===== src/linkPkg.sv =====
package linkPkg;

	// One byte as framed from the serial line
	typedef logic [7:0] linkByte;

	// Bit position inside a frame
	typedef logic [2:0] bitCount;

	// Command codes sent over the network
	typedef enum logic [7:0] {
		cmdHalf       = 8'd1, // Buffer half full
		cmdEighty     = 8'd2, // Buffer at 80 percent
		cmdNinety     = 8'd3, // Buffer at 90 percent
		cmdFull       = 8'd4, // Buffer full
		cmdFlush      = 8'd5, // Empty the station queue
		cmdReadyQuery = 8'd6, // Ready query, no action
		cmdBinary     = 8'd7, // One binary byte follows
		cmdAscii      = 8'd8  // One ASCII byte follows
	} commandCode;

	// What the next received byte means
	typedef enum logic [1:0] {
		fmtCommand,
		fmtBinary,
		fmtAscii
	} dataFormat;

	// Data byte on its way to the control station
	typedef struct packed {
		logic    isAscii; // Set when it came after cmdAscii
		linkByte data;
	} queuedByte;

endpackage


===== src/scannerPkg.sv =====
package scannerPkg;

	// Strobes toward the local scanner
	// Same bit order as the old 2-bit output, flush high and start low
	typedef struct packed {
		logic flush; // Flush if waiting
		logic start; // Start scanning
	} scannerCommand;

	// Queue occupancy, wide enough for a depth of 8
	typedef logic [3:0] queueLevel;

endpackage


===== src/byteReceiver.sv =====
`timescale 1ns/1ps

module byteReceiver (
	input  logic            clk,
	input  logic            rst,
	input  logic            serialIn,
	output linkPkg::linkByte rxByte,
	output logic            rxStrobe
);
	import linkPkg::*;

	linkByte shiftReg;
	bitCount bitCnt;
	logic    frameDone; // Eighth bit has just been shifted in

	always_ff @(posedge clk or posedge rst) begin
		if (rst) begin
			shiftReg  <= '0;
			bitCnt    <= '0;
			frameDone <= 1'b0;
			rxStrobe  <= 1'b0;
		end else begin
			shiftReg  <= {shiftReg[6:0], serialIn}; // MSB first
			bitCnt    <= bitCnt + 3'd1; // Free running, wraps every 8
			frameDone <= (bitCnt == 3'd7);
			rxStrobe  <= frameDone;
		end
	end

	// Completed byte is taken one edge after the counter wraps
	always_ff @(posedge clk) begin
		if (frameDone) begin
			rxByte <= shiftReg;
		end
	end

endmodule


===== src/transferCenter.sv =====
`timescale 1ns/1ps

module transferCenter (
	input  logic                      clk,
	input  logic                      rst,
	input  logic                      rxStrobe,
	input  logic                      readyIn,
	input  linkPkg::linkByte          rxByte,
	output logic                      readyOut,
	output scannerPkg::scannerCommand scannerCmd,
	output linkPkg::queuedByte        pushData,
	output logic                      pushStrobe,
	output logic                      flushStrobe,
	output logic                      badCommand
);
	import linkPkg::*;

	// Queue request encoding, one register so push and flush exclude each other
	localparam logic [1:0] OpNone  = 2'd0;
	localparam logic [1:0] OpPush  = 2'd1;
	localparam logic [1:0] OpFlush = 2'd2;

	dataFormat  format;
	logic [1:0] queueOp;

	assign pushStrobe  = (queueOp == OpPush);
	assign flushStrobe = (queueOp == OpFlush);

	always_ff @(posedge clk or posedge rst) begin
		if (rst) begin
			format     <= fmtCommand;
			readyOut   <= 1'b0;
			scannerCmd <= '0;
			queueOp    <= OpNone;
			badCommand <= 1'b0;
		end else begin
			scannerCmd <= '0; // Strobes last one cycle
			queueOp    <= OpNone;
			badCommand <= 1'b0;

			if (rxStrobe) begin
				case (format)
					fmtCommand: begin
						case (commandCode'(rxByte))
							cmdHalf: begin
								readyOut         <= 1'b0;
								scannerCmd.flush <= 1'b1;
							end
							cmdEighty, cmdFull: begin
								readyOut <= readyIn;
							end
							cmdNinety: begin
								readyOut         <= readyIn;
								scannerCmd.start <= 1'b1;
							end
							cmdFlush: begin
								queueOp <= OpFlush;
							end
							cmdReadyQuery: begin
								// Accepted, nothing to do
							end
							cmdBinary: begin
								readyOut <= readyIn;
								format   <= fmtBinary;
							end
							cmdAscii: begin
								readyOut <= readyIn;
								format   <= fmtAscii;
							end
							default: begin
								badCommand <= 1'b1; // Code 0 or 9 and up
							end
						endcase
					end
					fmtBinary: begin
						queueOp <= OpPush;
						format  <= fmtCommand;
					end
					fmtAscii: begin
						if (rxByte[7]) begin
							badCommand <= 1'b1; // Not 7-bit ASCII
						end else begin
							queueOp <= OpPush;
						end
						format <= fmtCommand;
					end
					default: begin
						format <= fmtCommand;
					end
				endcase
			end
		end
	end

	// Payload follows the byte that is pushed
	always_ff @(posedge clk) begin
		if (rxStrobe && format != fmtCommand) begin
			pushData.isAscii <= (format == fmtAscii);
			pushData.data    <= rxByte;
		end
	end

endmodule


===== src/dataQueue.sv =====
`timescale 1ns/1ps

module dataQueue #(
	parameter int QueueDepth = 8,
	parameter int LevelWidth = $bits(scannerPkg::queueLevel)
) (
	input  logic                  clk,
	input  logic                  rst,
	input  logic                  pushStrobe,
	input  logic                  flushStrobe,
	input  logic                  stationRead,
	input  linkPkg::queuedByte    pushData,
	output linkPkg::queuedByte    stationData,
	output logic                  stationValid,
	output logic                  empty,
	output logic                  full,
	output logic                  overflow,
	output logic [LevelWidth-1:0] queueCount
);
	import linkPkg::*;

	localparam int PtrWidth = $clog2(QueueDepth);

	queuedByte           mem [QueueDepth];
	logic [PtrWidth-1:0] wrPtr;
	logic [PtrWidth-1:0] rdPtr;
	logic                doPush;
	logic                doRead;

	assign empty  = (queueCount == '0);
	assign full   = (queueCount == LevelWidth'(QueueDepth));
	assign doPush = pushStrobe && !full && !flushStrobe;
	assign doRead = stationRead && !empty && !flushStrobe; // Flush beats read

	always_ff @(posedge clk or posedge rst) begin
		if (rst) begin
			wrPtr        <= '0;
			rdPtr        <= '0;
			queueCount   <= '0;
			stationValid <= 1'b0;
			overflow     <= 1'b0;
		end else begin
			stationValid <= doRead;
			overflow     <= pushStrobe && full && !flushStrobe; // Byte is lost
			if (flushStrobe) begin
				wrPtr      <= '0;
				rdPtr      <= '0;
				queueCount <= '0;
			end else begin
				if (doPush) wrPtr <= wrPtr + 1'b1; // Wraps, depth is a power of two
				if (doRead) rdPtr <= rdPtr + 1'b1;
				queueCount <= queueCount + LevelWidth'(doPush) - LevelWidth'(doRead);
			end
		end
	end

	always_ff @(posedge clk) begin
		if (doPush) mem[wrPtr] <= pushData;
		if (doRead) stationData <= mem[rdPtr]; // Head held for the station
	end

endmodule


===== src/scannerLinkTop.sv =====
`timescale 1ns/1ps

module scannerLinkTop #(
	parameter int QueueDepth = 8,
	parameter int LevelWidth = $clog2(QueueDepth) + 1
) (
	input  logic                      clk,
	input  logic                      rst,
	input  logic                      serialIn,
	input  logic                      readyIn,
	input  logic                      stationRead,
	output logic                      readyOut,
	output scannerPkg::scannerCommand scannerCmd,
	output linkPkg::queuedByte        stationData,
	output logic                      stationValid,
	output logic [LevelWidth-1:0]     queueCount,
	output logic                      empty,
	output logic                      full,
	output logic                      badCommand,
	output logic                      overflow
);
	import linkPkg::*;

	linkByte   rxByte;
	logic      rxStrobe;
	queuedByte pushData;
	logic      pushStrobe;
	logic      flushStrobe;

	byteReceiver u_byteReceiver (
		.clk      (clk),
		.rst      (rst),
		.serialIn (serialIn),
		.rxByte   (rxByte),
		.rxStrobe (rxStrobe)
	);

	transferCenter u_transferCenter (
		.clk         (clk),
		.rst         (rst),
		.rxStrobe    (rxStrobe),
		.readyIn     (readyIn),
		.rxByte      (rxByte),
		.readyOut    (readyOut),
		.scannerCmd  (scannerCmd),
		.pushData    (pushData),
		.pushStrobe  (pushStrobe),
		.flushStrobe (flushStrobe),
		.badCommand  (badCommand)
	);

	dataQueue #(
		.QueueDepth (QueueDepth),
		.LevelWidth (LevelWidth)
	) u_dataQueue (
		.clk          (clk),
		.rst          (rst),
		.pushStrobe   (pushStrobe),
		.flushStrobe  (flushStrobe),
		.stationRead  (stationRead),
		.pushData     (pushData),
		.stationData  (stationData),
		.stationValid (stationValid),
		.empty        (empty),
		.full         (full),
		.overflow     (overflow),
		.queueCount   (queueCount)
	);

endmodule


===== config.mk =====
export PLATFORM = sky130hd
export DESIGN_NAME = scannerLinkTop
export DESIGN_NICKNAME = d
export VERILOG_FILES = /design/src/linkPkg.sv /design/src/scannerPkg.sv /design/src/byteReceiver.sv /design/src/transferCenter.sv /design/src/dataQueue.sv /design/src/scannerLinkTop.sv
export SDC_FILE = /design/constraint.sdc
export NUM_CORES = 1
export LEC_CHECK = 0
export BUFFER_PORTS_ARGS = -buffer_cell sky130_fd_sc_hd__buf_4
export CAP_MARGIN = 15
export CORE_ASPECT_RATIO = 0.75
export CORE_UTILIZATION = 25
export CTS_CLUSTER_SIZE = 10
export DETAILED_ROUTE_END_ITERATION = 16
export PLACE_DENSITY = 0.44
export SLEW_MARGIN = 20
export SYNTH_ARGS = -nofsm -noshare
export SYNTH_HDL_FRONTEND = slang
export SYNTH_HIERARCHICAL = 1
export SYNTH_SLANG_ARGS = --single-unit

===== constraint.sdc =====
create_clock -name clk -period 2.5 [get_ports clk]
set_clock_uncertainty 0.1 [all_clocks]
set_input_delay 0.5 -clock clk [delete_from_list [all_inputs] [get_ports clk]]
set_output_delay 0.5 -clock clk [all_outputs]
set_load 0.01 [all_outputs]

Yosys cells after proc, flatten, opt, wreduce, memory -nomap -nowiden:

Memories as Yosys holds them, arrays and structs flattened. A register that Yosys moved wholly into a read port is not among the register bits.
Index checks and enable logic that the tools add are counted.
Widths: inputs -> output; s select.

* flip-flop bits (word level): 50
* bits in writable memories: 72
* bits of input ports: 5
* output and inout port bits: 21
* logic and storage cells: 81
* memories: 1

* add/subtract/negate cells: 5
* eq/ne operators: 15
* multiplexer cells: 22
* reduce and logical (&&, ||, !) cells: 20

Memory list
* u_dataQueue.mem: words 8, width 9, rd ports 1, clocked after Yosys merged registers in 1, wr ports 1, line dataQueue.sv:24 `queuedByte mem [QueueDepth];`

Operator list (count)
* $eq 8x3->1 const B: 4
* $eq 8x2->1 const B: 2
* $mux 3: 4
* $mux 2: 5
* $add 3x1->3 const B: 3
* $eq 8x1->1 const B: 1
* $eq 8x4->1 const B: 1
* $mux 1: 8
* $reduce_bool 2->1: 4
* $reduce_or 8->1: 1
* $logic_and 1x1->1: 7
* $pmux 2 s3: 1
* $reduce_or 5->1: 1
* $add 4x1->4: 1
* $eq 2x1->1 const B: 2
* $eq 2x2->1 const B: 2
* $eq 4x4->1 const B: 1
* $logic_not 4->1: 1
* $mux 4: 1
* $pmux 1 s2: 2
* $pmux 2 s2: 1
* $sub 4x1->4: 1
* $eq 3x3->1 const B: 1
* $logic_not 1->1: 3
* 4 further kinds: 4

Depth between registers and ports, before layout:

* depth after elaboration: 7
* mapped depth: 11
* mapped depth without buffers: 11

Modules after synthesis:

Netlist, hierarchy kept.

By module, submodules not included
* dataQueue: instances 1, cells each 192, area each 3782.4 µm², sequential area each 2732.6 µm²
* transferCenter: instances 1, cells each 51, area each 694.4 µm², sequential area each 470.5 µm²
* byteReceiver: instances 1, cells each 25, area each 598.1 µm², sequential area each 565.5 µm²

Least setup slack after synthesis:

Ideal clock, no wire load.

* path type: register to register
* from: register u_dataQueue.queueCount[2]
* to: register u_dataQueue.queueCount[1]
* setup time: 132 ps
* arrival time: 2676 ps
* data required time: 2268 ps
* setup slack: -408 ps
* stages on the path, launching flop included: 11
* path buffers: 0
* clock period less this slack: 2908 ps
* path through: dfrtp_1 inv_1 ha_1 nor3b_1 nor2b_1 nor2b_1 ha_1 inv_1 ha_1 fa_1 nor2b_1

* elaborated cells between the ends (all ways): 11
* classes of those cells: add/sub (2); eq/ne (1); mux (1); reduce/logical (7)

RTL lines
* from (decl): line dataQueue.sv:18 `output logic [LevelWidth-1:0] queueCount`
* from (signal assigned): line dataQueue.sv:52 `queueCount <= queueCount + LevelWidth'(doPush) - LevelWidth'(doRead);`
* $logic_not 4->1: line dataQueue.sv:30 `assign empty = (queueCount == '0);`
* named net empty: line scannerLinkTop.sv:17 `output logic empty,`
* $logic_not 1->1: line dataQueue.sv:33 `assign doRead = stationRead && !empty && !flushStrobe;`
* $logic_and 1x1->1 (2 in series): line dataQueue.sv:33
* named net u_dataQueue.doRead: line dataQueue.sv:28 `logic doRead;`
* $sub 4x1->4: line dataQueue.sv:52
* $mux 4: line dataQueue.sv:45 `if (flushStrobe) begin`

The timed path passes the listed nets, and every way through them passes these cells.
A chain may end at the register's enable or synchronous reset.

Worst setup path in the final report:

* from: register u_dataQueue.queueCount[3]
* to: register u_dataQueue.queueCount[1]

* word-level cells in the longest chain between the ends: 7
* elaborated cells between the ends (all ways): 11
* classes of those cells: add/sub (2); eq/ne (1); mux (1); reduce/logical (7)

Ends and longest elaborated chain
* $eq 4x4->1: line dataQueue.sv:31 `assign full = (queueCount == LevelWidth'(QueueDepth));`
* $logic_not 1->1: line dataQueue.sv:32 `assign doPush = pushStrobe && !full && !flushStrobe;`
* $logic_and 1x1->1 (2 in series): line dataQueue.sv:32
* $add 4x1->4: line dataQueue.sv:52
* $sub 4x1->4 *: line dataQueue.sv:52
* $mux 4 *: line dataQueue.sv:45

Every way passes the cells marked *; elsewhere a longest branch is shown, timed or not.

==> flow_metrics.tcl <==
set metrics [dict create \
    status "finished, violations left" \
    violations "design-rule violations" \
    worstPathMaxFanout 3 \
    p_leak_nw 2.389 \
    endpoint_kind "flip-flop" \
    reg2reg_depth 9 \
    p_seq_frac 0.420 \
    synth_top_area_share 0.5799 \
    pwr-share-comb 0.205 \
    clock_sinks 131 \
    postRouteAntennaNets 0 \
    die_w_um 166.5 \
    met3_usage 0.02437 \
    die_h_um 125.4 \
    holdWs_ns 0.1061 \
    period_needed_ns 2.475 \
    syn_area_mm2 0.005075 \
    critPathKind "reg2reg" \
    synthArstFlopShare 0.2519 \
    drc 1 \
    synthTopCellsByArea "edfxtp_1 (58%), dfrtp_1 (16%), mux4_1 (4.7%), mux4_2 (4.0%), mux2_4 (2.7%)" \
    tightest_slew_ns 0.9032 \
    cts_tree "done" \
    power.density_mw_per_mm2 1010 \
    ir_drop_mv 0.3629 \
    num_rows 44 \
    ys_seq_elements 131 \
    cts_buffers 17 \
    cts.path.max_buffers 2 \
    hold_path.class "in2reg" \
    hold_violations 0 \
    max_stage_delay_ns 0.52 \
    grt_pass1_vias 2515 \
    drv_slew 0 \
    grt_pass1_wl_mm 14.94 \
    syn_area_per_cell_um2 18.94 \
    rsz0062_at_grt "true" \
    r2r_setup_slack_ns 0.02 \
    swShare 0.2534 \
    io_pins 26 \
    grtUsageMet2 0.1379 \
    arrival_ns 2.70 \
    antenna_found_initial 0 \
    crit_path_top_delay_cell "fa_2" \
    viasPerCell 4.130 \
    final_layout_size_suffix_gt1_frac 0.3235 \
    utilization 0.3228 \
    setup_viol 0 \
    p_clk_frac 0.376 \
    grtUsageTotal 0.09665 \
    yosysUniqueCellTypes 39 \
    grtUsageMet1 0.1388 \
    drt_pass1_iterations 10 \
    core_area_mm2 0.01960 \
    synthFlopType "edfxtp_1" \
    crit_path_start_kind "flip-flop" \
    drv_cap 0 \
    fmax_mhz 404.0 \
    max-slew-margin-rel 0.3979 \
    synth_cells 268 \
    synth_edf_count 98 \
    drtIter0Drc 70 \
    portBuffers 25 \
    gr-total-overflow 0 \
    vias 2449 \
    finalWeightedCongestion 0.7038 \
    areaGrowthSynthToFinish_pct 24.68 \
    ys_warn_count 6 \
    post-dp-hpwl_mm 6.159 \
    antenna_cells 0 \
    fill_cells 1896 \
    htree_levels 4 \
    ys_seq_area_frac 0.7426 \
    crit_chain "ha_4 -> or3b_4 -> inv_2 -> or3_1 -> ha_1 -> inv_2 -> ha_4 -> fa_2 -> nor2b_1" \
    cts.clk_slew.worst_paths_ns 0.06 \
    worstSkewPairLatency_ns 0.40 \
    p_sw_mw 1.619 \
    drt-total-wl_mm 9.346 \
    grt.busiest_layer "met1" \
    synth_nets 284 \
    required_ns 2.73 \
    synth_largest_area_cell "edfxtp_1" \
    die_area_mm2 0.02088 \
    finalCritPeriodShare 0.9901 \
    grt_max_degree 21 \
    internal_power_mw 4.769 \
    final_net_count 343 \
    cts-root-buf "clkbuf_16" \
    routedWlPerCell_um 15.76 \
    hold_depth 1 \
    initial_core_util 0.2589 \
]
[worst max-delay path, delay by kind of cell, from the launching register on]
family | cells | cell delay [ns]
adders and majority gates | 4 | 1.13
buffers and inverters | 2 | 0.07
DFF | 1 | 0.42
and+or+nand+nor | 3 | 0.68
[power by group through the flow]
stage               Clock, mW  Combinational [mW]  Sequential [mW]
floorplan                   0               0.942             2.67
detailed placement          0                1.28             2.72
global route             2.56                1.44             2.71
finish                   2.40                1.31             2.68
CTS                      2.46                1.28             2.68
global placement            0                1.28             2.73
[what timing repair did]
action | 4_1_cts | 5_1_grt
resized for setup | 0 | 6
hold endpoints to repair | 8 | 0
setup buffers | 0 | 2
endpoints found under the setup margin | 0 | 2
hold buffers | 1 | 0
[synthesized netlist by cell type (2+ instances only)]
library cell,count
a21oi_1,6
clkbuf_1,4
dfrtp_1,33
edfxtp_1,98
ha_1,10
inv_1,17
mux2_4,9
mux4_1,9
mux4_2,9
nand2_1,6
nand2b_1,5
nand3_1,2
nor2_1,12
nor2b_1,9
nor3_1,7
o21a_1,2
o21ai_0,4
or3_1,3
xnor2_1,3
[logic make-up (layout without fill, tap and decap cells)]
logic type | count (synthesis) | after routing | share of synthesized area
compound gates | 18 | 18 | 0.02268
buf+inv | 23 | 95 | 0.02170
xor+xnor | 3 | 3 | 0.005178
simple gates | 53 | 53 | 0.06188
mux | 29 | 29 | 0.1174
flops | 131 | 131 | 0.7426
fa+ha+maj | 11 | 11 | 0.02860
[sequential cells by signal (all words and copies together) (netlist names)]
signal / flops
u_dataQueue/mem: 72
u_dataQueue/stationData: 9
u_transferCenter/pushData: 9
u_byteReceiver/rxByte: 8
u_byteReceiver/shiftReg: 8
u_dataQueue/queueCount: 4
u_byteReceiver/bitCnt: 3
u_dataQueue/rdPtr: 3
u_dataQueue/wrPtr: 3
u_transferCenter/format: 2
u_transferCenter/queueOp: 2
u_transferCenter/scannerCmd: 2
u_byteReceiver/frameDone: 1
u_byteReceiver/rxStrobe: 1
u_dataQueue/overflow: 1
u_dataQueue/stationValid: 1
u_transferCenter/badCommand: 1
u_transferCenter/readyOut: 1
[layout make-up]
class	count	area [µm²]	share of cell area
repair buffers	46	347.8	0.05497
well taps	253	316.6	0.05003
multi-input cells	114	1252	0.1979
clock buffers	21	483.0	0.07633
flip-flops and latches	131	3769	0.5956
clock inverters	11	95.09	0.01503
inverters	17	63.81	0.01009
[per-stage QoR]
step / worst slack [ns] / std cells / setup TNS [ns] / total power, mW / instance area [µm²]
floorplan: 0.006566 / 268 / 0 / 3.612 / 5104
finish: 0.02474 / 593 / 0 / 6.388 / 6327
CTS: 0.02890 / 591 / 0 / 6.419 / 6285
global route: -0.08340 / 593 / -0.09898 / 6.715 / 6327
detailed placement: 0.05079 / 558 / 0 / 4.001 / 5697
global placement: 0.05802 / 558 / 0 / 4.003 / 5697
[placed cells by master, fill, tap and decap left out, types with 3 or more instances in the layout]
| cell type | instances |
|---|---|
| edfxtp_1 | 98 |
| buf_4 | 45 |
| dfrtp_1 | 33 |
| clkbuf_16 | 19 |
| inv_1 | 14 |
| nor2_1 | 12 |
| mux4_1 | 9 |
| mux4_2 | 9 |
| mux2_4 | 9 |
| ha_1 | 8 |
| nor2b_1 | 7 |
| a21oi_1 | 6 |
| nand2_1 | 6 |
| nor3_1 | 6 |
| nand2b_1 | 5 |
| inv_4 | 4 |
| o21ai_0 | 4 |
| clkinv_2 | 3 |
| inv_2 | 3 |
| or3_1 | 3 |
| xnor2_1 | 3 |
[routing by layer]
| metal | vias to the layer above | part of all wire | wire length [µm] |
|---|---|---|---|
| li1 | 1164 | - | - |
| met1 | 1244 | 0.52 | 4883 |
| met2 | 30 | 0.44 | 4095 |
| met3 | 11 | 0.027 | 251 |
| met4 | 0 | 0.012 | 115 |
| met5 | - | 0 | 0 |
[worst paths after layout]
kind / start / to
worst max-delay path: u_dataQueue/queueCount[3] / u_dataQueue/queueCount[1]
worst min-delay path: serialIn / u_byteReceiver/shiftReg[0]
worst max register to register: u_dataQueue/queueCount[3] / u_dataQueue/queueCount[1]
worst min register to register: u_byteReceiver/shiftReg[1] / u_byteReceiver/shiftReg[2]
max in group asynchronous: rst / u_dataQueue/queueCount[3]
min in group asynchronous: rst / u_transferCenter/scannerCmd[1]
Power figures use the tool's default switching activity.
